### config.mk
export PLATFORM = sky130hd
export DESIGN_NAME = esdi_cmd
export DESIGN_NICKNAME = d
export VERILOG_FILES = /design/src/source/esdi_pkg.sv /design/src/source/esdi_bit_rx.sv /design/src/source/esdi_bit_tx.sv /design/src/source/esdi_cmd.sv /design/src/source/esdi_cmd_seq.sv /design/src/source/esdi_geometry.sv /design/src/source/esdi_line_inputs.sv
export SDC_FILE = /design/constraint.sdc
export NUM_CORES = 1
export LEC_CHECK = 0
export ABC_CLOCK_PERIOD_IN_PS = 12200
export BUFFER_PORTS_ARGS = -buffer_cell sky130_fd_sc_hd__buf_2
export CAP_MARGIN = 20
export CORE_MARGIN = 2
export CORE_UTILIZATION = 45
export CTS_CLUSTER_DIAMETER = 100
export DETAILED_ROUTE_END_ITERATION = 7
export PLACE_DENSITY = 0.75
export SETUP_SLACK_MARGIN = 0.5
export SLEW_MARGIN = 30
export SYNTH_ARGS = -nofsm -noshare
export SYNTH_HDL_FRONTEND = slang
export SYNTH_SLANG_ARGS = --single-unit
### constraint.sdc
create_clock -name clk -period 12.2 [get_ports clk]
set_input_delay 1.83 -clock clk [delete_from_list [all_inputs] [get_ports clk]]
set_output_delay 1.83 -clock clk [all_outputs]
set_load 0.005 [all_outputs]
### src/source/esdi_pkg.sv
// Shared ESDI command channel types; parity is plain XOR of the 16 data bits, not odd parity
package esdi_pkg;

    // --------------------------------------------------
    // Word and frame widths
    // --------------------------------------------------

    // Data word on the serial lines
    typedef logic [15:0] esdi_word_t;

    // Serial frame, data word in [16:1] and parity in [0]
    typedef logic [16:0] esdi_frame_t;

    // Command opcode, low byte of the header
    typedef logic [7:0] esdi_opcode_t;

    // --------------------------------------------------
    // Opcodes
    // --------------------------------------------------
    localparam esdi_opcode_t OP_READ           = 8'h01;
    localparam esdi_opcode_t OP_WRITE          = 8'h02;
    localparam esdi_opcode_t OP_SEEK           = 8'h05;
    localparam esdi_opcode_t OP_PARK_HEADS     = 8'h06;
    localparam esdi_opcode_t OP_GET_DEV_STATUS = 8'h08;
    localparam esdi_opcode_t OP_GET_DEV_CONFIG = 8'h09;
    localparam esdi_opcode_t OP_GET_POS_INFO   = 8'h0A;

    // Words in a GET_DEV_CONFIG response
    localparam int CONFIG_WORDS = 6;

    // --------------------------------------------------
    // Structs
    // --------------------------------------------------

    // Command request from the host side
    typedef struct packed {
        esdi_opcode_t opcode;
        // Cylinder for SEEK, ignored otherwise
        esdi_word_t   param;
        // Drive select, lands in header bit 13
        logic         drive;
    } cmd_request_t;

    // Decoded drive geometry
    typedef struct packed {
        logic [15:0] cylinders;
        logic [7:0]  heads;
        logic [7:0]  sectors_per_track;
        logic [31:0] total_sectors;
    } drive_geometry_t;

    // --------------------------------------------------
    // Parity
    // --------------------------------------------------

    // XOR over all data bits
    function automatic logic esdi_parity(input esdi_word_t data);
        return ^data;
    endfunction

endpackage

### src/source/esdi_bit_rx.sv
// Start cycle counts as bit cycle 0 so back-to-back words keep their phase; mid-bit sample only
`timescale 1ns/1ns

module esdi_bit_rx #(
    parameter int BIT_PERIOD = 200
) (
    input  logic               clk,
    input  logic               reset,
    input  logic               rx_start,
    input  logic               rx_line,
    output logic               rx_done,
    output esdi_pkg::esdi_word_t rx_word,
    output logic               rx_parity_ok
);

    import esdi_pkg::*;

    localparam int TW = $clog2(BIT_PERIOD);

    esdi_frame_t   shift;
    logic [TW-1:0] bit_timer;
    logic [4:0]    bit_count;
    logic          active;

    always_ff @(posedge clk) begin
        if (reset) begin
            active    <= 1'b0;
            rx_done   <= 1'b0;
            bit_timer <= '0;
            bit_count <= '0;
        end else begin
            rx_done <= 1'b0;
            if (rx_start) begin
                // The start cycle itself was cycle 0
                active    <= 1'b1;
                bit_timer <= TW'(1);
                bit_count <= '0;
            end else if (active) begin
                if (bit_timer == TW'(BIT_PERIOD - 1)) begin
                    bit_timer <= '0;
                    bit_count <= bit_count + 5'd1;
                    // Done lands on cycle 0 of the next frame
                    if (bit_count == 5'd16) begin
                        active  <= 1'b0;
                        rx_done <= 1'b1;
                    end
                end else begin
                    bit_timer <= bit_timer + TW'(1);
                end
            end
        end
    end

    // Mid-bit sampling into the frame register
    always_ff @(posedge clk) begin
        if (active && bit_timer == TW'(BIT_PERIOD / 2)) begin
            shift <= {shift[15:0], rx_line};
        end
    end

    assign rx_word      = shift[16:1];
    assign rx_parity_ok = (esdi_parity(shift[16:1]) == shift[0]);

    // Restart only between frames
    a_no_start_mid_frame: assert property (
        @(posedge clk) disable iff (reset) rx_start |-> !active
    );

endmodule

### src/source/esdi_bit_tx.sv
// One 17-bit frame per tx_load, MSB first; line reads low whenever no frame is shifting
`timescale 1ns/1ns

module esdi_bit_tx #(
    parameter int BIT_PERIOD = 200
) (
    input  logic                clk,
    input  logic                reset,
    input  logic                tx_load,
    input  esdi_pkg::esdi_frame_t tx_frame,
    output logic                cmd_data_out,
    output logic                tx_done
);

    import esdi_pkg::*;

    localparam int TW = $clog2(BIT_PERIOD);

    esdi_frame_t   shift;
    logic [TW-1:0] bit_timer;
    logic [4:0]    bit_count;
    logic          active;

    always_ff @(posedge clk) begin
        if (reset) begin
            active    <= 1'b0;
            tx_done   <= 1'b0;
            bit_timer <= '0;
            bit_count <= '0;
        end else begin
            tx_done <= 1'b0;
            if (tx_load) begin
                active    <= 1'b1;
                bit_timer <= '0;
                bit_count <= '0;
            end else if (active) begin
                if (bit_timer == TW'(BIT_PERIOD - 1)) begin
                    // End of one bit period
                    bit_timer <= '0;
                    bit_count <= bit_count + 5'd1;
                    if (bit_count == 5'd16) begin
                        active  <= 1'b0;
                        tx_done <= 1'b1;
                    end
                end else begin
                    bit_timer <= bit_timer + TW'(1);
                end
            end
        end
    end

    // Payload shifter
    always_ff @(posedge clk) begin
        if (tx_load) begin
            shift <= tx_frame;
        end else if (active && bit_timer == TW'(BIT_PERIOD - 1)) begin
            shift <= {shift[15:0], 1'b0};
        end
    end

    assign cmd_data_out = active & shift[16];

    // Sequencer must wait for tx_done before the next frame
    a_no_load_while_busy: assert property (
        @(posedge clk) disable iff (reset) tx_load |-> !active
    );

endmodule

### src/source/esdi_cmd.sv
// ESDI controller command channel; BIT_PERIOD must be at least 2 and the drive sends all words
`timescale 1ns/1ns

module esdi_cmd #(
    parameter int BIT_PERIOD  = 200,
    parameter int ACK_TIMEOUT = 512
) (
    input  logic                      clk,
    input  logic                      reset,
    // Host side
    input  logic                      cmd_enable,
    input  logic                      cmd_start,
    input  esdi_pkg::cmd_request_t    request,
    output logic                      cmd_busy,
    output logic                      cmd_done,
    output logic                      cmd_error,
    output esdi_pkg::esdi_word_t      status_word,
    output logic                      status_valid,
    output esdi_pkg::drive_geometry_t geometry,
    output logic                      config_valid,
    output logic                      attention_pending,
    // Drive cable
    output logic                      cmd_data_out,
    output logic                      cmd_data_oe,
    output logic                      transfer_req,
    input  logic                      status_data_in,
    input  logic                      transfer_ack,
    input  logic                      attention
);

    import esdi_pkg::*;

    // --------------------------------------------------
    // Internal links
    // --------------------------------------------------
    logic        ack_pulse;
    logic        rx_line;
    logic        tx_load;
    logic        tx_done;
    esdi_frame_t tx_frame;
    logic        rx_start;
    logic        rx_done;
    logic        rx_parity_ok;
    esdi_word_t  rx_word;
    logic        cfg_clear;
    logic        cfg_store;
    logic        cfg_finish;

    esdi_line_inputs u_line_inputs (
        .clk(clk), .reset(reset), .transfer_ack(transfer_ack), .attention(attention),
        .status_data_in(status_data_in), .ack_pulse(ack_pulse), .rx_line(rx_line),
        .attention_pending(attention_pending)
    );

    esdi_bit_tx #(.BIT_PERIOD(BIT_PERIOD)) u_bit_tx (
        .clk(clk), .reset(reset), .tx_load(tx_load), .tx_frame(tx_frame),
        .cmd_data_out(cmd_data_out), .tx_done(tx_done)
    );

    esdi_bit_rx #(.BIT_PERIOD(BIT_PERIOD)) u_bit_rx (
        .clk(clk), .reset(reset), .rx_start(rx_start), .rx_line(rx_line),
        .rx_done(rx_done), .rx_word(rx_word), .rx_parity_ok(rx_parity_ok)
    );

    esdi_cmd_seq #(.ACK_TIMEOUT(ACK_TIMEOUT)) u_cmd_seq (
        .clk(clk), .reset(reset), .cmd_enable(cmd_enable), .cmd_start(cmd_start),
        .request(request), .ack_pulse(ack_pulse), .tx_done(tx_done), .rx_done(rx_done),
        .rx_word(rx_word), .rx_parity_ok(rx_parity_ok), .tx_load(tx_load),
        .tx_frame(tx_frame), .rx_start(rx_start), .cfg_clear(cfg_clear),
        .cfg_store(cfg_store), .cfg_finish(cfg_finish), .cmd_data_oe(cmd_data_oe),
        .transfer_req(transfer_req), .cmd_busy(cmd_busy), .cmd_done(cmd_done),
        .cmd_error(cmd_error), .status_word(status_word), .status_valid(status_valid)
    );

    esdi_geometry u_geometry (
        .clk(clk), .reset(reset), .cfg_clear(cfg_clear), .cfg_store(cfg_store),
        .cfg_finish(cfg_finish), .rx_word(rx_word), .geometry(geometry),
        .config_valid(config_valid)
    );

endmodule

### src/source/esdi_cmd_seq.sv
// One command in flight; starts are dropped while busy and the timeout covers each ack wait
`timescale 1ns/1ns

module esdi_cmd_seq #(
    parameter int ACK_TIMEOUT = 512
) (
    input  logic                  clk,
    input  logic                  reset,
    input  logic                  cmd_enable,
    input  logic                  cmd_start,
    input  esdi_pkg::cmd_request_t request,
    input  logic                  ack_pulse,
    input  logic                  tx_done,
    input  logic                  rx_done,
    input  esdi_pkg::esdi_word_t  rx_word,
    input  logic                  rx_parity_ok,
    output logic                  tx_load,
    output esdi_pkg::esdi_frame_t tx_frame,
    output logic                  rx_start,
    output logic                  cfg_clear,
    output logic                  cfg_store,
    output logic                  cfg_finish,
    output logic                  cmd_data_oe,
    output logic                  transfer_req,
    output logic                  cmd_busy,
    output logic                  cmd_done,
    output logic                  cmd_error,
    output esdi_pkg::esdi_word_t  status_word,
    output logic                  status_valid
);

    import esdi_pkg::*;

    localparam int AW = $clog2(ACK_TIMEOUT + 1);

    typedef enum logic [2:0] {
        S_IDLE, S_SEND, S_WAIT_ACK, S_RECEIVE, S_DONE, S_ERROR
    } seq_state_t;

    seq_state_t    state;
    cmd_request_t  req;
    logic [AW-1:0] ack_timer;
    logic [2:0]    word_cnt;
    logic          param_sent;
    logic          accept;
    logic          is_config;
    logic          need_param;
    logic          last_word;
    esdi_word_t    header;

    assign accept     = (state == S_IDLE) && cmd_start && cmd_enable;
    assign is_config  = (req.opcode == OP_GET_DEV_CONFIG);
    // SEEK carries a cylinder word after the header
    assign need_param = (req.opcode == OP_SEEK) && !param_sent;
    assign last_word  = (word_cnt == (is_config ? 3'(CONFIG_WORDS - 1) : 3'd0));
    // Bits 15-14 and 12-8 stay zero
    assign header     = {2'b00, request.drive, 5'b00000, request.opcode};

    // --------------------------------------------------
    // Receiver and configuration strobes
    // --------------------------------------------------
    assign rx_start   = ((state == S_WAIT_ACK) && ack_pulse && !need_param) ||
                        ((state == S_RECEIVE) && rx_done && !last_word);
    assign cfg_clear  = accept;
    assign cfg_store  = (state == S_RECEIVE) && rx_done && is_config;
    assign cfg_finish = (state == S_DONE) && is_config;

    always_ff @(posedge clk) begin
        if (reset) begin
            state        <= S_IDLE;
            tx_load      <= 1'b0;
            cmd_data_oe  <= 1'b0;
            transfer_req <= 1'b0;
            cmd_busy     <= 1'b0;
            cmd_done     <= 1'b0;
            cmd_error    <= 1'b0;
            status_valid <= 1'b0;
            ack_timer    <= '0;
            word_cnt     <= '0;
            param_sent   <= 1'b0;
        end else begin
            tx_load      <= 1'b0;
            cmd_done     <= 1'b0;
            status_valid <= 1'b0;
            case (state)
                S_IDLE: begin
                    if (accept) begin
                        state        <= S_SEND;
                        tx_load      <= 1'b1;
                        cmd_data_oe  <= 1'b1;
                        transfer_req <= 1'b1;
                        cmd_busy     <= 1'b1;
                        cmd_error    <= 1'b0;
                        param_sent   <= 1'b0;
                        word_cnt     <= '0;
                    end
                end
                S_SEND: begin
                    if (tx_done) begin
                        // Release the line while the drive answers
                        state        <= S_WAIT_ACK;
                        cmd_data_oe  <= 1'b0;
                        transfer_req <= 1'b0;
                        ack_timer    <= '0;
                    end
                end
                S_WAIT_ACK: begin
                    ack_timer <= ack_timer + AW'(1);
                    if (ack_pulse) begin
                        if (need_param) begin
                            state        <= S_SEND;
                            tx_load      <= 1'b1;
                            cmd_data_oe  <= 1'b1;
                            transfer_req <= 1'b1;
                            param_sent   <= 1'b1;
                        end else begin
                            state <= S_RECEIVE;
                        end
                    end else if (ack_timer == AW'(ACK_TIMEOUT - 1)) begin
                        state <= S_ERROR;
                    end
                end
                S_RECEIVE: begin
                    if (rx_done) begin
                        word_cnt <= word_cnt + 3'd1;
                        // Bad parity flags the command but does not stop it
                        if (!rx_parity_ok) begin
                            cmd_error <= 1'b1;
                        end
                        if (!is_config) begin
                            status_valid <= 1'b1;
                        end
                        if (last_word) begin
                            state <= S_DONE;
                        end
                    end
                end
                S_DONE: begin
                    state    <= S_IDLE;
                    cmd_done <= 1'b1;
                    cmd_busy <= 1'b0;
                end
                S_ERROR: begin
                    state     <= S_IDLE;
                    cmd_done  <= 1'b1;
                    cmd_busy  <= 1'b0;
                    cmd_error <= 1'b1;
                end
                default: state <= S_IDLE;
            endcase
        end
    end

    // --------------------------------------------------
    // Payload registers
    // --------------------------------------------------
    always_ff @(posedge clk) begin
        if (accept) begin
            req      <= request;
            tx_frame <= {header, esdi_parity(header)};
        end else if (state == S_WAIT_ACK && ack_pulse && need_param) begin
            tx_frame <= {req.param, esdi_parity(req.param)};
        end
        if (state == S_RECEIVE && rx_done && !is_config) begin
            status_word <= rx_word;
        end
    end

    // Serializer finishes only inside a send
    a_done_within_req: assert property (
        @(posedge clk) disable iff (reset) tx_done |-> transfer_req
    );

endmodule

### src/source/esdi_geometry.sv
// Fixed six-word decode; alternate packing only when word 5 is all zero, no total recompute
`timescale 1ns/1ns

module esdi_geometry (
    input  logic                    clk,
    input  logic                    reset,
    input  logic                    cfg_clear,
    input  logic                    cfg_store,
    input  logic                    cfg_finish,
    input  esdi_pkg::esdi_word_t    rx_word,
    output esdi_pkg::drive_geometry_t geometry,
    output logic                    config_valid
);

    import esdi_pkg::*;

    esdi_word_t      cfg_words [CONFIG_WORDS];
    logic [2:0]      cfg_idx;
    drive_geometry_t decoded;

    // Word index and valid flag
    always_ff @(posedge clk) begin
        if (reset) begin
            cfg_idx      <= '0;
            config_valid <= 1'b0;
        end else if (cfg_clear) begin
            cfg_idx      <= '0;
            config_valid <= 1'b0;
        end else begin
            if (cfg_store) begin
                cfg_idx <= cfg_idx + 3'd1;
            end
            if (cfg_finish) begin
                config_valid <= 1'b1;
            end
        end
    end

    // Word storage
    always_ff @(posedge clk) begin
        if (cfg_store) begin
            cfg_words[cfg_idx] <= rx_word;
        end
    end

    // --------------------------------------------------
    // Decode
    // --------------------------------------------------
    always_comb begin
        decoded.total_sectors = {cfg_words[2], cfg_words[3]};
        if (cfg_words[5] == 16'd0) begin
            // Geometry packed into words 3 and 4
            decoded.cylinders         = {8'd0, cfg_words[3][15:8]};
            decoded.heads             = cfg_words[4][15:8];
            decoded.sectors_per_track = cfg_words[4][7:0];
        end else begin
            decoded.cylinders         = cfg_words[4];
            decoded.heads             = cfg_words[5][15:8];
            decoded.sectors_per_track = cfg_words[5][7:0];
        end
    end

    always_ff @(posedge clk) begin
        if (cfg_finish) begin
            geometry <= decoded;
        end
    end

    // Response never longer than the configuration block
    a_no_store_overflow: assert property (
        @(posedge clk) disable iff (reset) cfg_store |-> cfg_idx < 3'(CONFIG_WORDS)
    );

endmodule

### src/source/esdi_line_inputs.sv
// Two-flop synchronizers only; ack_pulse lags the raw acknowledge rise by 3 cycles
`timescale 1ns/1ns

module esdi_line_inputs (
    input  logic clk,
    input  logic reset,
    input  logic transfer_ack,
    input  logic attention,
    input  logic status_data_in,
    output logic ack_pulse,
    output logic rx_line,
    output logic attention_pending
);

    // Synchronizer chains, bit 1 is the usable stage
    logic [1:0] ack_sync;
    logic [1:0] att_sync;
    logic [1:0] data_sync;

    // Previous synchronized levels for edge detection
    logic ack_prev;
    logic att_prev;

    always_ff @(posedge clk) begin
        if (reset) begin
            ack_sync          <= 2'b00;
            att_sync          <= 2'b00;
            data_sync         <= 2'b00;
            ack_prev          <= 1'b0;
            att_prev          <= 1'b0;
            ack_pulse         <= 1'b0;
            attention_pending <= 1'b0;
        end else begin
            ack_sync  <= {ack_sync[0], transfer_ack};
            att_sync  <= {att_sync[0], attention};
            data_sync <= {data_sync[0], status_data_in};
            ack_prev  <= ack_sync[1];
            att_prev  <= att_sync[1];
            // One cycle per acknowledge rise
            ack_pulse <= ack_sync[1] & ~ack_prev;
            // Sticky until reset
            if (att_sync[1] & ~att_prev) begin
                attention_pending <= 1'b1;
            end
        end
    end

    assign rx_line = data_sync[1];

endmodule

==> impl_metrics.py, run 1 <==
metrics = {
    "run_status": {
        "status": "finished clean",
    },
    "cts": {
        "cts.sinks": 286,
        "ctsHoldBuffers": 0,
        "post_cts_resized": 0,
        "htree_levels": 1,
        "cts_tree": "built",
        "cts_buffer_depth": 3,
        "root_buffer": "clkbuf_16",
        "clock_latency_ns": 0.55,
        "numCtsBuffers": 28,
        "path_clk_slew_ns": 0.06,
        "postCtsSetupRepairBufs": 0,
    },
    "route": {
        "drtIter0Drc": 278,
        "wirelength_mm": 18.5,
        "dr.pass1.iters": 4,
        "wl_met2_mm": 8.93,
        "avgRoutedWirePerCell_um": 15.4,
        "antenna_left": 0,
        "highest_layer": "met4",
        "wl_met1_mm": 8.19,
        "via_per_inst": 4.97,
        "route.vias.total": 5969,
        "drc": 0,
        "met3_length_um": 956,
    },
    "critical_path": {
        "r2r_start": "u_cmd_seq.state[0]",
        "path_class": "flop to output port",
        "path_cells": "and2_1 > buf_2",
        "r2r_cells": 5,
        "end_kind": "output port",
        "cp.required_ns": 10.37,
        "crit_arrival_ns": 1.36,
        "cp-start-kind": "flop",
        "cp_slowest_cell": "dfxtp_1",
        "cp_max_fo": 9,
        "r2r_end": "u_geometry.cfg_words[3][6]",
        "reg2reg_setup_slack_ns": 9.09,
        "slowest_delay_ns": 0.52,
    },
    "timing": {
        "slew_viol_final": 0,
        "max_slew_margin": 0.391,
        "hold_ws_ns": 0.387,
        "fin_crit_ns": 3.19,
        "grt_setup_unrepaired": "false",
        "setup_viol": 0,
        "clock.fmax_mhz": 313,
        "period_share": 0.262,
        "hold_violations": 0,
        "fin_setup_tns_ns": 0,
        "finalWorstSetupSlack_ns": 9.01,
        "worstMarginPinSlew_ns": 0.913,
        "finClkSkew_ns": 0.0156,
    },
    "logic_synthesis": {
        "yosys_warnings": 0,
        "ys_async_sr_fraction": 0,
        "syn_area_um2": 10600,
        "synth.avg_cell_area_um2": 14.6,
        "synth_edf_count": 212,
        "ys_ff_latch": 286,
        "synthCells": 727,
        "syn_nets": 769,
        "yosysUniqueCellTypes": 52,
        "yosys_most_used_dff": "edfxtp_1",
        "ys_seq_area_frac": 0.738,
    },
    "pwr": {
        "p_switching_mw": 0.436,
        "peakVddDrop_v": 0.000143,
        "p_comb_frac": 0.054,
        "pwr-share-seq": 0.536,
        "power_frac_clock": 0.410,
        "power.internal_mw": 1.61,
        "pwr_density_cell_nw_per_um2": 162,
        "switching_share": 0.213,
        "cellLeakagePower_nw": 4.81,
        "finalPower_mw": 2.04,
    },
    "layout": {
        "layout_commonest_cell": "edfxtp_1",
        "syn2layout_area_growth_pct": 18.2,
        "nets": 901,
        "final_cell_mix": "212 x edfxtp_1, 120 x buf_2, 74 x dfxtp_1",
        "final_layout_size_suffix_gt1_frac": 0.243,
        "instances_no_fill": 1200,
        "fill_cells": 1913,
        "antenna_cells": 0,
    },
    "global_routing": {
        "grt_max_degree": 66,
        "grt_antenna_before_repair": 0,
        "overflow": 0,
        "grt_usage": 0.147,
        "grt_pass1_wl_mm": 29.3,
        "grt_pass1_vias": 5710,
    },
    "placed_design": {
        "place.gp.congestion": 0.788,
        "pre_cts_slack_ns": 8.65,
        "dp_cells": 1148,
        "hpwl_mm": 12.3,
        "port_buffers": 120,
    },
    "floorplanning": {
        "die_area_um2": 24900,
        "boundaryPins": 121,
        "initial_core_util": 0.456,
        "core.rowCount": 56,
        "die_y_um": 158,
        "core_area_um2": 23300,
        "die_w_um": 158,
    },
    "min_path": {
        "hold_depth": 1,
        "hp-class": "flop to flop",
        "min_to": "u_line_inputs.ack_pulse",
        "hp-start": "u_line_inputs.ack_prev",
    },
    "flow_run": {
        "cap_viol_max_count": 0,
    },
}
-- power groups by stage --
stage	Clock, mW	Sequential (mW)	Combinational [mW]
floorplan	0	1.10	0.0973
global placement	0	1.11	0.108
detailed placement	0	1.11	0.111
CTS	0.859	1.09	0.112
global route	0.894	1.10	0.124
finish	0.838	1.09	0.111
-- cells in the mapped netlist (7+ instances only) --
cell type,instances,share of area
nand2b_1,8,0.0047
inv_1,12,0.0042
nand2_1,73,0.026
dfxtp_1,74,0.14
clkbuf_1,19,0.0067
nand3_1,10,0.0047
a21o_1,17,0.012
nand4_1,12,0.0071
nor2b_1,10,0.0059
ha_1,10,0.012
xor2_1,20,0.016
edfxtp_1,212,0.60
and2_1,10,0.0059
a22o_1,10,0.0082
mux2_2,19,0.020
o21ai_0,14,0.0066
nor4_1,7,0.0041
a21oi_1,22,0.010
xnor2_1,38,0.031
nor2_1,55,0.019
-- registers in the layout, summed over array words and instances (netlist names), 3 cells and up --
register,flops
u_cmd_seq.word_cnt,3
u_bit_rx.shift,17
u_geometry.geometry,64
u_geometry.cfg_words,64
u_cmd_seq.tx_frame,17
u_geometry.cfg_idx,3
u_cmd_seq.status_word,16
u_bit_tx.bit_timer,8
u_bit_rx.bit_count,5
u_cmd_seq.state,3
u_cmd_seq.req,24
u_bit_rx.bit_timer,8
u_bit_tx.bit_count,5
u_bit_tx.shift,17
u_cmd_seq.ack_timer,10
-- final cells by class --
class	count	area, µm²	share of cell area
Inverter	12	45.0	0.00358
Multi-Input combinational cell	403	2690	0.214
Sequential cell	286	7850	0.624
Timing Repair Buffer	128	661	0.0525
Clock buffer	42	853	0.0678
Tap cell	319	399	0.0317
Clock inverter	10	85.1	0.00676
-- cells by family after synthesis --
| logic type | count (synthesis) | share of synthesized area |
|---|---|---|
| XOR/XNOR | 60 | 0.0520 |
| flip-flops | 286 | 0.738 |
| AO/OA/AOI/OAI | 76 | 0.0472 |
| AND/OR/NAND/NOR | 234 | 0.113 |
| adder cells (fa/ha/maj) | 10 | 0.0118 |
| multiplexers | 23 | 0.0239 |
| buffers and inverters | 38 | 0.0146 |
-- through the flow --
| step | utilization | area [µm²] |
|---|---|---|
| after floorplan | - | 10600 |
| final | 0.539 | 12600 |
| after CTS | 0.539 | 12600 |
| after global routing | 0.539 | 12600 |
| after global placement | 0.498 | 11600 |
| after detailed placement | 0.499 | 11600 |
-- worst max-delay path: cells and delay by family, from the launching register on --
kind	cells	cell delay, ns
AND/OR/NAND/NOR	1	0.20
buffers and inverters	1	0.11
flip-flops	1	0.52
-- worst max path at each step --
stage / start / end / slack [ns]
after floorplan: u_cmd_seq.req[18] / u_geometry.geometry[0] / 4.40
after global placement: cmd_enable / u_cmd_seq.tx_frame[0] / 8.32
after detailed placement: cmd_enable / u_cmd_seq.tx_frame[0] / 8.65
after CTS: u_bit_tx.active / cmd_data_out / 8.98
after global routing: u_cmd_seq.state[0] / u_geometry.cfg_words[3][4] / 8.83
final: u_bit_tx.active / cmd_data_out / 9.01
-- per-layer routing --
metal | vias up | global-route usage
met3 | 31 | 0.0266
met5 | - | 0
met2 | 173 | 0.252
met1 | 2859 | 0.193
li1 | 2906 | -
met4 | 0 | 0.0429
(Power assumes the default switching activity.)
==> run 2, diff against run 1 <==
ABC_CLOCK_PERIOD_IN_PS = 3300   (was 12200)
clock period = 3.3 ns   (was 12.2 ns; I/O delays follow)
==> run 2 against run 1 <==
Die area unchanged. Sequential share of layout area decreased by 0.33 points. Wire length decreased by 1.1%. First-iteration DRC count increased by 16%. Total power increased to 3.7 times the previous value. Register-to-register slack got worse by 8.3 ns. Sequential power increased to 3.7 times the previous value. Clock skew decreased by 0.00071 ns. Critical path depth increased by 3. Worst hold slack got worse by 0.26 ns. Cell area increased by 0.54%. Largest power group unchanged. Global-route usage decreased by 0.084 points. Highest routed layer unchanged.
==> impl_metrics.py, run 2 (same netlist as run 1, synthesis figures left out) <==
metrics = {
    "run_status": {
        "status": "finished clean",
    },
    "critical_path": {
        "cp-start-kind": "flop",
        "cp.required_ns": 3.54,
        "cp_max_fo": 19,
        "worst-path-buf-inv": 1,
        "crit_arrival_ns": 2.71,
        "path_cells": "nand4b_1 > nor3_1 > nand2_1 > nor3b_2 > buf_4",
        "critPathTopFamily": "simple AND/OR/NAND/NOR gates",
        "cp_slowest_cell": "dfxtp_1",
        "path_class": "flop to flop",
        "end_kind": "flop",
        "slowest_delay_ns": 0.71,
    },
    "min_path": {
        "hp-class": "primary input to flop",
    },
    "placed_design": {
        "pre_cts_slack_ns": 0.837,
        "place.gp.congestion": 0.773,
        "hpwl_mm": 12.1,
        "port_buffers": 120,
    },
    "route": {
        "via_per_inst": 4.97,
        "route.vias.total": 5999,
        "antenna_left": 0,
        "wirelength_mm": 18.3,
        "dr.pass1.iters": 5,
        "drc": 0,
        "drtIter0Drc": 322,
        "avgRoutedWirePerCell_um": 15.1,
    },
    "timing": {
        "hold_ws_ns": 0.127,
        "worstMarginPinSlew_ns": 0.800,
        "max_slew_margin": 0.467,
        "clock.fmax_mhz": 405,
        "fin_crit_ns": 2.47,
        "slew_viol_final": 0,
        "period_share": 0.748,
        "finClkSkew_ns": 0.0149,
        "hold_violations": 0,
        "finalWorstSetupSlack_ns": 0.832,
        "fin_setup_tns_ns": 0,
        "grt_setup_unrepaired": "false",
        "setup_viol": 0,
    },
    "global_routing": {
        "grt_max_degree": 66,
        "overflow": 0,
        "grt_antenna_before_repair": 0,
        "grt_pass1_wl_mm": 29.1,
        "grt_usage": 0.147,
        "grt_pass1_vias": 5781,
    },
    "cts": {
        "htree_levels": 1,
        "root_buffer": "clkbuf_16",
        "clock_latency_ns": 0.55,
        "path_clk_slew_ns": 0.06,
        "ctsHoldBuffers": 0,
        "cts_buffer_depth": 3,
        "cts.sinks": 286,
        "cts_tree": "built",
        "post_cts_resized": 0,
        "numCtsBuffers": 29,
        "postCtsSetupRepairBufs": 0,
    },
    "pwr": {
        "p_comb_frac": 0.055,
        "pwr-share-seq": 0.529,
        "power_frac_clock": 0.417,
        "switching_share": 0.214,
        "cellLeakagePower_nw": 4.84,
        "power.internal_mw": 6.01,
        "pwr_density_cell_nw_per_um2": 605,
        "peakVddDrop_v": 0.000367,
        "p_switching_mw": 1.64,
    },
    "layout": {
        "reg_top3": "u_geometry.cfg_words: 64 flops, u_geometry.geometry: 64 flops, u_cmd_seq.req: 24 flops",
        "utilization": 0.542,
        "nets": 907,
        "fill_cells": 1875,
        "syn2layout_area_growth_pct": 18.8,
        "layout_commonest_cell": "edfxtp_1",
        "antenna_cells": 0,
        "final_layout_size_suffix_gt1_frac": 0.240,
        "final_cell_mix": "212 x edfxtp_1, 120 x buf_2, 74 x dfxtp_1",
    },
    "floorplanning": {
        "die_y_um": 158,
        "core.rowCount": 56,
        "die_area_um2": 24900,
        "core_area_um2": 23300,
        "die_w_um": 158,
        "initial_core_util": 0.456,
        "boundaryPins": 121,
    },
    "flow_run": {
        "cap_viol_max_count": 0,
    },
}
==> run 2: cell count changes in the layout (fill, tap and decap cells not counted), sizes merged <==
cell,previous run,this run
inv,13,14
buf,128,133
clkbuf,42,33
clkinv,8,14
bufinv,0,3
clkinvlp,1,2
==> run 2: final timing paths <==
kind / start / end / slack [ns] / cells after the start
hold reg to reg: u_line_inputs.ack_prev / u_line_inputs.ack_pulse / 0.38 / 1
setup reg to reg: u_cmd_seq.state[0] / u_geometry.cfg_words[3][1] / 0.83 / 5
setup / recovery: u_cmd_seq.state[0] / u_geometry.cfg_words[3][1] / 0.83 / 5
hold / removal: request[2] / u_cmd_seq.req[2] / 0.13 / 1
==> run 2: power by group through the flow <==
stage / Combinational (mW) / Clock (mW) / Sequential [mW]
detailed placement: 0.420 / 0 / 4.12
CTS: 0.423 / 3.24 / 4.04
finish: 0.418 / 3.19 / 4.04
global route: 0.468 / 3.39 / 4.05
floorplan: 0.364 / 0 / 4.06
global placement: 0.410 / 0 / 4.11
==> run 2: metrics by stage <==
step           instance area (µm²)  cells  total power [mW]
3_5_place_dp                 11700   1153              4.54
6_report                     12600   1207              7.65
3_3_place_gp                 11700   1153              4.52
5_1_grt                      12600   1207              7.91
2_1_floorplan                10700    727              4.42
4_1_cts                      12600   1207              7.71
==> run 2: final cells by class <==
type	count	area [µm²]	share of cell area
Tap cell	319	399	0.0316
Clock inverter	21	199	0.0157
Timing Repair Buffer	133	711	0.0562
Sequential cell	286	7850	0.621
Multi-Input combinational cell	403	2700	0.214
Inverter	12	45.0	0.00356
Clock buffer	33	741	0.0586
==> run 2: routing by layer <==
layer / track usage / wire length [µm] / share of wire
met2: 0.259 / 8930 / 0.49
met5: 0 / 0 / 0
met3: 0.0274 / 1140 / 0.062
met4: 0.0372 / 339 / 0.019
met1: 0.186 / 7870 / 0.43
==> run 2: worst register-to-register path: cells and delay by family, from the launching register on <==
family                 cells  cell delay, ns
and+or+nand+nor            4            1.20
DFF                        1            0.71
buffers and inverters      1            0.26
